<file path="config.mk">
export PLATFORM = sky130hd
export DESIGN_NAME = udma_rx_writer_flat
export DESIGN_NICKNAME = d
export VERILOG_FILES = /design/src/udma_pkg.sv /design/src/udma_if.sv /design/src/udma_rx_writer.sv /design/src/flat_wrapper.sv
export SDC_FILE = /design/constraint.sdc
export NUM_CORES = 1
export LEC_CHECK = 0
export ABC_AREA = 1
export BUFFER_PORTS_ARGS = -buffer_cell sky130_fd_sc_hd__buf_2
export CAP_MARGIN = 25
export CORE_ASPECT_RATIO = 0.8
export CORE_MARGIN = 2
export CORE_UTILIZATION = 43
export CTS_CLUSTER_SIZE = 8
export DETAILED_ROUTE_END_ITERATION = 12
export PLACE_DENSITY = 0.86
export SYNTH_ARGS = -nofsm -noshare
export SYNTH_HDL_FRONTEND = slang
export SYNTH_SLANG_ARGS = --single-unit
</file>
<file path="constraint.sdc">
create_clock -name sys_clk -period 3.2 [get_ports sys_clk]
set_input_delay 0.48 -clock sys_clk [delete_from_list [all_inputs] [get_ports sys_clk]]
set_output_delay 0.48 -clock sys_clk [all_outputs]
set_load 0.05 [all_outputs]
</file>
<file path="src/udma_pkg.sv">
/*
 * Shared sizes, APB register map and configuration bits of the uDMA channel.
 * Imported by every design unit that needs widths, offsets or payload types.
 */
package udma_pkg;

    //////////////////////////////////////////////////
    // Sizes
    //////////////////////////////////////////////////
    localparam int L2_AW          = 12;   // Byte address into L2
    localparam int L2_DEPTH       = 4096; // 4 KB of L2
    localparam int TRANS_W        = 16;   // Transfer size and bytes left
    localparam int WORD_W         = 32;   // Stream word
    localparam int BYTES_PER_WORD = 4;

    localparam int APB_AW = 5;
    localparam int APB_DW = 32;

    //////////////////////////////////////////////////
    // Register map
    //////////////////////////////////////////////////
    localparam logic [APB_AW-1:0] REG_RX_SADDR = 5'h00;
    localparam logic [APB_AW-1:0] REG_RX_SIZE  = 5'h04;
    localparam logic [APB_AW-1:0] REG_RX_CFG   = 5'h08;
    localparam logic [APB_AW-1:0] REG_TX_SADDR = 5'h0C;
    localparam logic [APB_AW-1:0] REG_TX_SIZE  = 5'h10;
    localparam logic [APB_AW-1:0] REG_TX_CFG   = 5'h14;
    localparam logic [APB_AW-1:0] REG_STATUS   = 5'h18; // Last mapped offset

    // Enable on write, busy on read
    localparam int CFG_EN_BIT = 4;

    //////////////////////////////////////////////////
    // Payload types
    //////////////////////////////////////////////////
    typedef logic [L2_AW-1:0]   l2_addr_t;
    typedef logic [TRANS_W-1:0] trans_size_t;
    typedef logic [WORD_W-1:0]  word_t;

endpackage

</file>
<file path="src/udma_if.sv">
/*
 * Internal bundles of the uDMA channel. chan_cfg_if links the register block
 * to one engine, mem_port_if links an engine to one port of the L2 memory.
 */
`timescale 1ns/10ps

interface chan_cfg_if import udma_pkg::*; ();

    l2_addr_t    start_addr; // Programmed L2 start address
    trans_size_t size;       // Programmed transfer size in bytes
    logic        start;      // One-cycle kick
    logic        busy;
    trans_size_t bytes_left; // Live count from the engine

    modport regs (
        output start_addr,
        output size,
        output start,
        input  busy,
        input  bytes_left
    );

    modport engine (
        input  start_addr,
        input  size,
        input  start,
        output busy,
        output bytes_left
    );

endinterface

interface mem_port_if import udma_pkg::*; ();

    l2_addr_t                  addr;
    word_t                     wdata;
    logic [BYTES_PER_WORD-1:0] be;    // Byte lanes taking part in the access
    logic                      we;
    word_t                     rdata; // Little endian, valid one cycle after addr

    modport requester (output addr, output wdata, output be, output we, input rdata);

    modport memory (input addr, input wdata, input be, input we, output rdata);

endinterface

</file>
<file path="src/udma_rx_writer.sv">
/*
 * RX engine. Accepts stream words while busy and writes them into L2,
 * trimming the byte enables on a partial last word.
 */
`timescale 1ns/10ps

module udma_rx_writer import udma_pkg::*; (
    input  logic          sys_clk,
    input  logic          rst_n,
    chan_cfg_if.engine    cfg,
    mem_port_if.requester wr,
    input  word_t         rx_data_i,
    input  logic          rx_valid_i,
    output logic          rx_ready_o,
    output logic          eot_o
);

    logic                      busy_q;
    l2_addr_t                  addr_q;
    trans_size_t               left_q;
    logic                      last_word;
    logic                      accept;
    logic [BYTES_PER_WORD-1:0] lane_en;

    assign last_word = (left_q <= TRANS_W'(BYTES_PER_WORD));
    assign accept    = busy_q & rx_valid_i;

    // Low lanes only when fewer than four bytes remain
    always_comb begin
        if (left_q >= TRANS_W'(BYTES_PER_WORD)) begin
            lane_en = '1;
        end else begin
            lane_en = ~({BYTES_PER_WORD{1'b1}} << left_q[1:0]);
        end
    end

    always_ff @(posedge sys_clk or negedge rst_n) begin
        if (!rst_n) begin
            busy_q <= 1'b0;
            addr_q <= '0;
            left_q <= '0;
            eot_o  <= 1'b0;
        end else begin
            eot_o <= 1'b0;
            if (!busy_q && cfg.start) begin
                busy_q <= 1'b1;
                addr_q <= cfg.start_addr;
                left_q <= cfg.size;
            end else if (accept) begin
                addr_q <= addr_q + L2_AW'(BYTES_PER_WORD); // Wraps in 4 KB
                left_q <= last_word ? '0 : left_q - TRANS_W'(BYTES_PER_WORD);
                busy_q <= ~last_word;
                eot_o  <= last_word;
            end
        end
    end

    assign wr.addr  = addr_q;
    assign wr.wdata = rx_data_i;
    assign wr.we    = accept;
    assign wr.be    = accept ? lane_en : '0;

    assign rx_ready_o     = busy_q;
    assign cfg.busy       = busy_q;
    assign cfg.bytes_left = left_q;

endmodule

</file>
<file path="src/flat_wrapper.sv">
// flat-port wrapper written by rule: the top's interface ports become plain ports
module udma_rx_writer_flat import udma_pkg::*;
  (sys_clk, rst_n, rx_data_i, rx_valid_i, rx_ready_o, eot_o, cfg_start_addr, cfg_size, cfg_start, cfg_busy, cfg_bytes_left, wr_addr, wr_wdata, wr_be, wr_we, wr_rdata);
  chan_cfg_if cfg_i ();
  mem_port_if wr_i ();
  input  logic sys_clk;
  input  logic rst_n;
  input  word_t rx_data_i;
  input  logic rx_valid_i;
  output logic rx_ready_o;
  output logic eot_o;
  input wire logic [$bits(cfg_i.start_addr)-1:0] cfg_start_addr;
  input wire logic [$bits(cfg_i.size)-1:0] cfg_size;
  input wire logic [$bits(cfg_i.start)-1:0] cfg_start;
  output wire logic [$bits(cfg_i.busy)-1:0] cfg_busy;
  output wire logic [$bits(cfg_i.bytes_left)-1:0] cfg_bytes_left;
  output wire logic [$bits(wr_i.addr)-1:0] wr_addr;
  output wire logic [$bits(wr_i.wdata)-1:0] wr_wdata;
  output wire logic [$bits(wr_i.be)-1:0] wr_be;
  output wire logic [$bits(wr_i.we)-1:0] wr_we;
  input wire logic [$bits(wr_i.rdata)-1:0] wr_rdata;
  assign cfg_i.start_addr = cfg_start_addr;
  assign cfg_i.size = cfg_size;
  assign cfg_i.start = cfg_start;
  assign cfg_busy = cfg_i.busy;
  assign cfg_bytes_left = cfg_i.bytes_left;
  assign wr_addr = wr_i.addr;
  assign wr_wdata = wr_i.wdata;
  assign wr_be = wr_i.be;
  assign wr_we = wr_i.we;
  assign wr_i.rdata = wr_rdata;
  udma_rx_writer u_core (.sys_clk(sys_clk), .rst_n(rst_n), .cfg(cfg_i), .wr(wr_i), .rx_data_i(rx_data_i), .rx_valid_i(rx_valid_i), .rx_ready_o(rx_ready_o), .eot_o(eot_o));
endmodule
</file>
; ---- Word-level counts from Yosys, hierarchy flattened
; Index checks and enable logic that the tools add are counted.
[totals]
reg_bits = 30
output_inout_bits = 68
wordCells = 26
[op_classes]
addsub = 2
magnitude_cmp = 2
shift = 1
muxes = 11
bitwise_logic = 3
n_reduce_logical = 3
[ops]
columns = cell, n
row1 = $mux 16, 3
row2 = $mux 12, 2
row3 = $ge 16x3->1 const B, 1
row4 = $le 16x3->1 const B, 1
row5 = $sub 16x3->16 const B, 1
row6 = $add 12x3->12 const B, 1
row7 = $mux 4, 2
row8 = $mux 1, 4
row9 = $not 4->4, 1
row10 = $shl 4x2->4 const A, 1
row11 = $reduce_bool 2->1, 1
row12 = $and 1x1->1, 1
row13 = $logic_and 1x1->1, 1
row14 = $logic_not 1->1, 1
row15 = $not 1->1, 1

; ---- Logic depth before layout (Yosys ltp)
; Gate-level depths: netlist of the first run.
[logic_depth]
depth_word = 4
depth_mapped = 9
mapped_depth_nobuf = 9

; ---- Least setup slack after synthesis of the first run
; OpenSTA, ideal clock, no wires.
[synth_path]
path_kind = register to output
start = register u_core.busy_q, in the netlist u_core.cfg.busy
end = output port wr_be[0]
t_arrival_ps = 2027
setup_slack_ps = 693
stages_incl_launch_ff = 6
path_buffers = 1
path_cell_list = dfrtp_1 > nand2_1 > inv_1 > buf_2 > nand2_1 > o21ai_0
[synth_via]
elab_chain_cells = 2
[synth_lines]
columns = item, line_no
row1 = start: declaration, udma_rx_writer.sv:18  ; logic busy_q;
row2 = start signal: assignment, udma_rx_writer.sv:52  ; busy_q <= ~last_word;
row3 = $and 1x1->1, udma_rx_writer.sv:26  ; assign accept = busy_q & rx_valid_i;
row4 = via wr_we, flat_wrapper.sv:20  ; output wire logic [$bits(wr_i.we)-1:0] wr_we;
row5 = $mux 4, udma_rx_writer.sv:61  ; assign wr.be = accept ? lane_en : '0;
row6 = end: declaration, flat_wrapper.sv:19  ; output wire logic [$bits(wr_i.be)-1:0] wr_be;
; The timed path passes the listed nets, and every way through them passes these cells.

; ---- Worst setup path in the final report of the first run
[layout_path]
start = register u_core.busy_q, in the netlist u_core.cfg.busy
end = output port wr_be[0]
[layout_via]
elab_chain_cells = 2
[layout_lines]
columns = item, line_no
row1 = $and 1x1->1, udma_rx_writer.sv:26
row2 = $mux 4, udma_rx_writer.sv:61
; No other way between the ends.

==> results of run 1 <==
cell usage after synthesis:
master / instances / share of area [%]
buf_2: 6 / 1.4
inv_2: 1 / 0.18
inv_1: 30 / 5.3
a22oi_1: 4 / 1.4
nor2_1: 24 / 4.2
o21bai_1: 10 / 3.5
o22ai_1: 2 / 0.59
nor2_2: 5 / 1.5
xnor2_1: 1 / 0.41
ha_1: 3 / 1.8
a21oi_2: 1 / 0.41
xor2_1: 6 / 2.5
nand4_1: 8 / 2.4
a211oi_1: 2 / 0.71
o21ai_0: 18 / 4.2
a22o_1: 1 / 0.41
nand3_1: 21 / 4.9
a21oi_1: 4 / 0.94
buf_6: 1 / 0.53
nand2_1: 80 / 14
nor3_1: 1 / 0.24
buf_4: 33 / 12
nand3b_1: 1 / 0.35
dfrtp_1: 30 / 35
nand2_2: 3 / 0.88
final cells by class:
cell class / count / area share (%)
repair buffers: 68 / 14.3
inverters: 31 / 4.86
well taps: 60 / 3.13
clock inverters: 2 / 2.51
multi-input cells: 195 / 40.4
clock buffers: 6 / 3.45
flip-flops and latches: 30 / 31.3
report_power, final:
| group | switching [mW] | total, mW | internal [mW] |
|---|---|---|---|
| Sequential | 0.175 | 0.701 | 0.526 |
| Clock | 0.150 | 0.482 | 0.332 |
| Combinational | 1.05 | 1.42 | 0.371 |
| Total | 1.37 | 2.60 | 1.23 |
worst max-delay path, delay by kind of cell, from the launching register on:
kind	cells	cell delay, ps
AND/OR/NAND/NOR	2	390
flip-flops	1	400
buffers and inverters	2	880
AO/OA/AOI/OAI	1	120
path summary, 6_finish.rpt:
path / endpoint / from / slack, ps / cells past startpoint
setup reg to reg: u_core.cfg.bytes_left[4] / u_core.cfg.busy / 1440 / 4
setup / recovery: wr_be[0] / u_core.cfg.busy / 650 / 5
min in group sys_clk: u_core.wr.addr[1] / cfg_start_addr[1] / 390 / 3
hold reg to reg: u_core.wr.addr[0] / u_core.wr.addr[0] / 480 / 2
max in group asynchronous: u_core.wr.addr[8] / rst_n / 2510 / 1
hold / removal: u_core.cfg.bytes_left[3] / rst_n / 240 / 1
layout by cell type, fill, tap and decap left out:
cell,synthesis,routed
xnor2_1,1,1
nor2_2,5,5
inv_1,30,30
xor2_1,6,6
a21oi_2,1,1
o21ai_0,18,18
nor2_1,24,24
ha_1,3,3
buf_2,6,67
inv_2,1,1
nand3_1,21,21
clkbuf_8,0,6
nand3b_1,1,1
a22oi_1,4,4
nor3_1,1,1
a21oi_1,4,4
nand2_1,80,80
o22ai_1,2,2
o21bai_1,10,10
dfrtp_1,30,30
buf_4,33,1
a211oi_1,2,2
a22o_1,1,1
nand4_1,8,8
nand2_2,3,3
bufinv_16,0,2
per-layer routing:
metal / global-route usage, % / part of all wire, %
met5: 0 / 0
met4: 6.56 / 0.74
met3: 5.28 / 8.3
met2: 29.4 / 43
met1: 28.4 / 48
sequential cells by signal, summed over array words and instances (netlist names):
register and count:
u_core.wr.addr 12, u_core.cfg.busy 1, u_core.cfg.bytes_left 16, u_core.eot_o 1
per-stage QoR:
stage | cells | setup slack (ps) | hold slack, ps | instance area, µm²
after global placement | 384 | 866 | 460 | 2250
after floorplan | 296 | 693 | 184 | 2120
after CTS | 392 | 654 | 262 | 2390
after detailed placement | 384 | 827 | 464 | 2250
final | 392 | 654 | 239 | 2390
after global routing | 392 | 492 | 305 | 2390
logic make-up after synthesis:
logic type	Yosys count
fa+ha+maj	3
compound gates	42
buf+inv	71
flops	30
xor+xnor	7
simple gates	143
==> out/qor.csv, run 1 <==
stage,metric,value,unit
synthesis,ys_seq_area_share,35.4,%
clock_tree,clockBufferDepth,2,
synthesis,ys_ff_latch,30,
timing,timing.final.hold_violations,0,
clock_tree,cts_tree,yes,
timing,rsz0062_at_grt,no,
synthesis,synth_top_family_by_area,simple AND/OR/NAND/NOR gates,
detailed_routing,wirelength,5140,µm
finish,final_nets,430,
synthesis,synth.distinct_cells,25,
clock_tree,holdBufCountCts,0,
die,io_pins,164,
placement,numPortBuffers,67,
synthesis,syn_inst,296,
synthesis,synth-xor-area-share,2.89,%
timing,fmax,393,MHz
placement,place.gp.congestion,0.858,
finish,diodes,0,
worst_setup_path,path_cells,"nand2_1, inv_1, nand2_1, o21ai_0, buf_2",
synthesis,syn_avg_cell_area,7.17,µm²
timing,relSlewSlack,50.3,%
finish,layout-drive-gt1-share,25.9,%
worst_setup_path,crit_top_cell,nand2_1,
finish,fin_util,51.2,%
pwr,power_density,1090,mW/mm²
worst_setup_path,cp_data_required_time,2720,ps
global_route,grtUsageTotal,20.0,%
die,die_y,66.9,µm
clock_tree,cts_buffers,5,
finish,multi_input_area,967,µm²
clock_tree,cts-root-buf,clkbuf_8,
clock_tree,cts_sinks,30,
clock_tree,cts_setup_buffers,0,
die,die_x,82.6,µm
die,die_area,0.00552,mm²
timing,setup-violations-final,0,
synthesis,yosys.area_share.simple,28.6,%
global_route,gr-total-overflow,0,
synthesis,synth_compound_area_share,12.3,%
die,start_util,45.4,%
detailed_routing,first_iter_violations,134,
placement,dp_hpwl,3740,µm
timing,drv_slew,0,
worst_setup_path,cp-end-kind,output pin,
synthesis,synth_nets,395,
timing,period_minus_slack,2550,ps
detailed_routing,avgViaCountPerCell,5.11,
finish,syn_to_final_growth,12.8,%
clock_tree,ctsHtreeMaxLevel,2,
timing,setup_tns,0,ps
worst_hold_path,hold_class,input port to asynchronous set/reset pin,
clock_tree,clock_latency,280,ps
timing,fin_crit_sh,79.6,%
synthesis,muxShareOfSynthArea,0,%
worst_setup_path,cp_slowest_cell,inv_1,
detailed_routing,num_vias,2003,
worst_setup_path,crit_type,flop to output pin,
pwr,p_total,2.60,mW
worst_setup_path,cp_max_fo,23,
detailed_routing,first_pass_iters,4,
synthesis,syn_area,0.00212,mm²
die,core_area,0.00468,mm²
worst_setup_path,cp_data_arrival_time,2070,ps
pwr,power_leakage,1.29,nW
worst_setup_path,crit_path_start_kind,flop,
timing,final.setup_skew,8.53,ps
timing,tightest_slew,744,ps
global_route,grt_max_degree,31,
detailed_routing,wl_per_cell,13.1,µm
die,rows,22,
global_route,antenna_found_initial,0,
global_route,grt_pass1_vias,1859,
synthesis,yosysWarnings,0,
worst_setup_path,slowest_delay,590,ps
clock_tree,cts.reportedPaths.clkPinSlew,70,ps
global_route,grt_pass1_wl,8390,µm
finish,nFillCells,488,
pwr,ir_drop,0.514,mV
finish,regArea,751,µm²
flow_run,cap_violations,0,
synthesis,synth-adder-area-share,1.77,%
clock_tree,cts_resized,0,
outcome,status,finished clean,
detailed_routing,drc,0,
detailed_routing,postRouteAntennaNets,0,
Note: power is estimated with default switching activity, not from simulation.
==> inputs of run 2 (changes only) <==
ABC_AREA = 0   (was 1)
CORE_UTILIZATION = 39   (was 43)
PLACE_DENSITY = 0.81   (was 0.86)
clock period = 2.6 ns   (was 3.2 ns; I/O delays follow)
==> run 2 against run 1 <==
  * First-iteration DRC count stayed put
  * Clock power is 19% lower
  * Global-route usage is 2.5 points lower
  * Die area is 3.4% higher
  * Non-clock buffer count is 4 higher
  * Sequential power is 31% higher
  * Count of clock-buffer cells in the layout is 1 higher
  * Combinational power is 27% higher
  * Critical path type unchanged
  * Largest power group unchanged
==> out/qor.csv, run 2 <==
stage,metric,value,unit,change
pwr,power.share.sequential,29.5,%,+2.6 points
worst_setup_path,crit_type,flop to output pin,,
worst_setup_path,cp_data_arrival_time,2030,ps,-40 ps
finish,mostFrequentLayoutCells,"67 x buf_2, 30 x dfrtp_1, 28 x nand2_1",,
placement,dp.cells,319,,-17%
placement,dp_hpwl,3600,µm,-3.8%
finish,diodes,0,,unchanged
synthesis,ys_seq_area_share,37.6,%,+2.3 points
clock_tree,clockBufferDepth,2,,unchanged
timing,timing.final.hold_violations,0,,unchanged
synthesis,synth_flop_cell,dfrtp_1,,
detailed_routing,wirelength,4920,µm,-4.3%
timing,setup-violations-final,0,,unchanged
global_route,grt_max_degree,31,,unchanged
placement,post_dp_cell_area,0.00216,mm²,-4.0%
finish,final_nets,363,,-16%
synthesis,synth_top_cell_by_area,dfrtp_1,,
clock_tree,clock_latency,280,ps,about the same
pwr,power_density,1380,mW/mm²,+27%
timing,rsz0062_at_grt,no,,
synthesis,yosysWarnings,0,,unchanged
placement,numPortBuffers,67,,unchanged
global_route,grtUsageTotal,17.5,%,-2.5 points
synthesis,syn_inst,226,,-24%
synthesis,async_reset_ff_share,100,%,unchanged
worst_setup_path,cp_data_required_time,2210,ps,-510 ps
timing,setup_tns,0,ps,unchanged
pwr,switching_share,56.0,%,+3.2 points
outcome,status,finished clean,,
detailed_routing,first_iter_violations,134,,unchanged
timing,fmax,413,MHz,
pwr,pwr-share-clk,12.6,%,-5.9 points
pwr,power_leakage,1.03,nW,-20%
synthesis,synth.top_cell.area_share,37.6,%,+2.3 points
synthesis,ys_ff_latch,30,,unchanged
finish,layout-drive-gt1-share,34.7,%,+8.8 points
finish,syn_to_final_growth,13.2,%,
pwr,ir_drop,0.696,mV,+36%
clock_tree,holdBufCountCts,0,,unchanged
timing,relSlewSlack,53.5,%,+3.2 points
clock_tree,cts_tree,yes,,
clock_tree,cts-root-buf,clkbuf_8,,
timing,drv_slew,0,,unchanged
timing,final.setup_skew,8.93,ps,+0.396 ps
die,die_y,68.0,µm,+1.7%
die,io_pins,164,,unchanged
global_route,grt_pass1_wl,7920,µm,-5.6%
placement,place.gp.congestion,0.788,,-8.1%
detailed_routing,avgViaCountPerCell,5.49,,+7.4%
global_route,antenna_found_initial,0,,unchanged
global_route,gr-total-overflow,0,,unchanged
worst_setup_path,reg2reg_depth,5,,+1
clock_tree,cts_setup_buffers,0,,unchanged
die,start_util,40.1,%,-5.3 points
detailed_routing,first_pass_iters,4,,unchanged
timing,fin_crit_sh,93.2,%,
finish,layout.cells.non_filler,327,,-17%
clock_tree,cts_buffers,5,,unchanged
clock_tree,ctsHtreeMaxLevel,2,,unchanged
synthesis,synth_nets,325,,-18%
synthesis,synth-edff-count,0,,unchanged
worst_setup_path,cp_max_fo,7,,-70%
finish,layout.cells.most_common,buf_2,,
die,die_area,0.00571,mm²,+3.4%
detailed_routing,postRouteAntennaNets,0,,unchanged
global_route,grt_pass1_vias,1632,,-12%
worst_hold_path,hold_class,input port to asynchronous set/reset pin,,
finish,layout.cell_area.non_filler,0.00226,mm²,-5.7%
worst_setup_path,cp-end-kind,output pin,,
pwr,p_total,3.12,mW,+20%
detailed_routing,num_vias,1794,,-10%
synthesis,yosysMostFrequentCell,buf_4,,
synthesis,synth.distinct_cells,43,,+72%
die,core_area,0.00498,mm²,+6.4%
timing,tightest_slew,698,ps,-46.6 ps
synthesis,yosys-top-cells-count,"33 x buf_4, 30 x dfrtp_1, 28 x nand2_1",,
die,rows,23,,+4.5%
clock_tree,cts.reportedPaths.clkPinSlew,70,ps,about the same
clock_tree,cts_sinks,30,,unchanged
synthesis,syn_avg_cell_area,8.82,µm²,+23%
worst_setup_path,crit_path_start_kind,flop,,
pwr,switchingPower,1.75,mW,+27%
detailed_routing,wl_per_cell,15.0,µm,+15%
synthesis,syn_area,0.00199,mm²,-6.1%
detailed_routing,drc,0,,unchanged
finish,largest_reg_flops,16,,unchanged
pwr,intPower,1.37,mW,+12%
die,die_x,84.0,µm,+1.7%
synthesis,synthTopCellsByArea,"dfrtp_1 38%, buf_4 12%, a22oi_1 5.3%",,
flow_run,cap_violations,0,,unchanged
timing,period_minus_slack,2420,ps,
pwr,pwr-share-comb,58.0,%,+3.5 points
## run 2: changes by cell type after synthesis, moves of 6 or more
cell,change
nor3_1,+8
inv_1,-22
nand3_1,-14
nand2_1,-52
o21bai_1,-10
clkbuf_1,+6
a22oi_1,+10
xnor2_1,+8
buf_2,-6
nor2_1,-13
## run 2: per-layer routing
metal | part of all wire, % | track usage [%] | routed length [µm]
met5 | 0 | 0 | 0
met1 | 46 | 23.4 | 2260
met4 | 0.59 | 4.23 | 29
met2 | 47 | 28.8 | 2310
met3 | 6.5 | 4.83 | 322
## run 2: path summary, 6_finish.rpt
check	from	slack, ps	endpoint
hold reg to reg	u_core.wr.addr[0]	480	u_core.wr.addr[0]
hold / removal	rst_n	150	u_core.wr.addr[8]
max in group asynchronous	rst_n	1990	u_core.cfg.busy
setup reg to reg	u_core.cfg.bytes_left[10]	570	u_core.cfg.bytes_left[7]
min in group sys_clk	cfg_start_addr[6]	310	u_core.wr.addr[6]
setup / recovery	u_core.cfg.bytes_left[6]	180	wr_be[0]
## run 2: area by class of cell
cell class / count / area [µm²]
clock buffer: 7 / 86.3
fill: 509 / 2720
timing repair buffer: 72 / 373
multi-input combinational: 147 / 936
clock inverter: 1 / 5.00
tap: 62 / 77.6
sequential: 30 / 751
inverter: 8 / 30.0
## run 2: timing repair
action	CTS	global route
setup endpoints to repair	0	4
endpoints found under the hold margin	0	0
resized for setup	0	1
## run 2: worst max-delay path: stages, from the launching register on
cell and delay (ps):
dfrtp_1 450, nor4_1 490, nand2_1 190, nor3_2 260, a31oi_1 130, buf_2 220
## run 2: per-stage QoR
stage          setup WS (ps)  utilization (%)  hold WS [ps]
2_1_floorplan           29.8                -          94.4
3_3_place_gp             387             43.4           457
3_5_place_dp             348             43.4           472
4_1_cts                 25.5             45.3           181
5_1_grt                 1.36             45.4           210
6_report                 177             45.4           155
## run 2: logic make-up after synthesis
logic type | Yosys count | synth area share, %
and+or+nand+nor | 77 | 19.6
DFF | 30 | 37.6
muxes | 1 | 0.502
AOI/OAI and AO/OA | 54 | 19.3
adders and majority gates | 3 | 1.88
buffers and inverters | 49 | 15.8
xor gates and xnor gates | 12 | 5.27
## run 2: power groups by stage
stage	combinational (mW)	clock, mW	sequential (mW)
4_1_cts	1.81	0.404	0.920
3_5_place_dp	1.80	0	0.927
5_1_grt	1.94	0.424	0.960
6_report	1.81	0.392	0.920
2_1_floorplan	0.859	0	1.56
3_3_place_gp	1.77	0	0.915
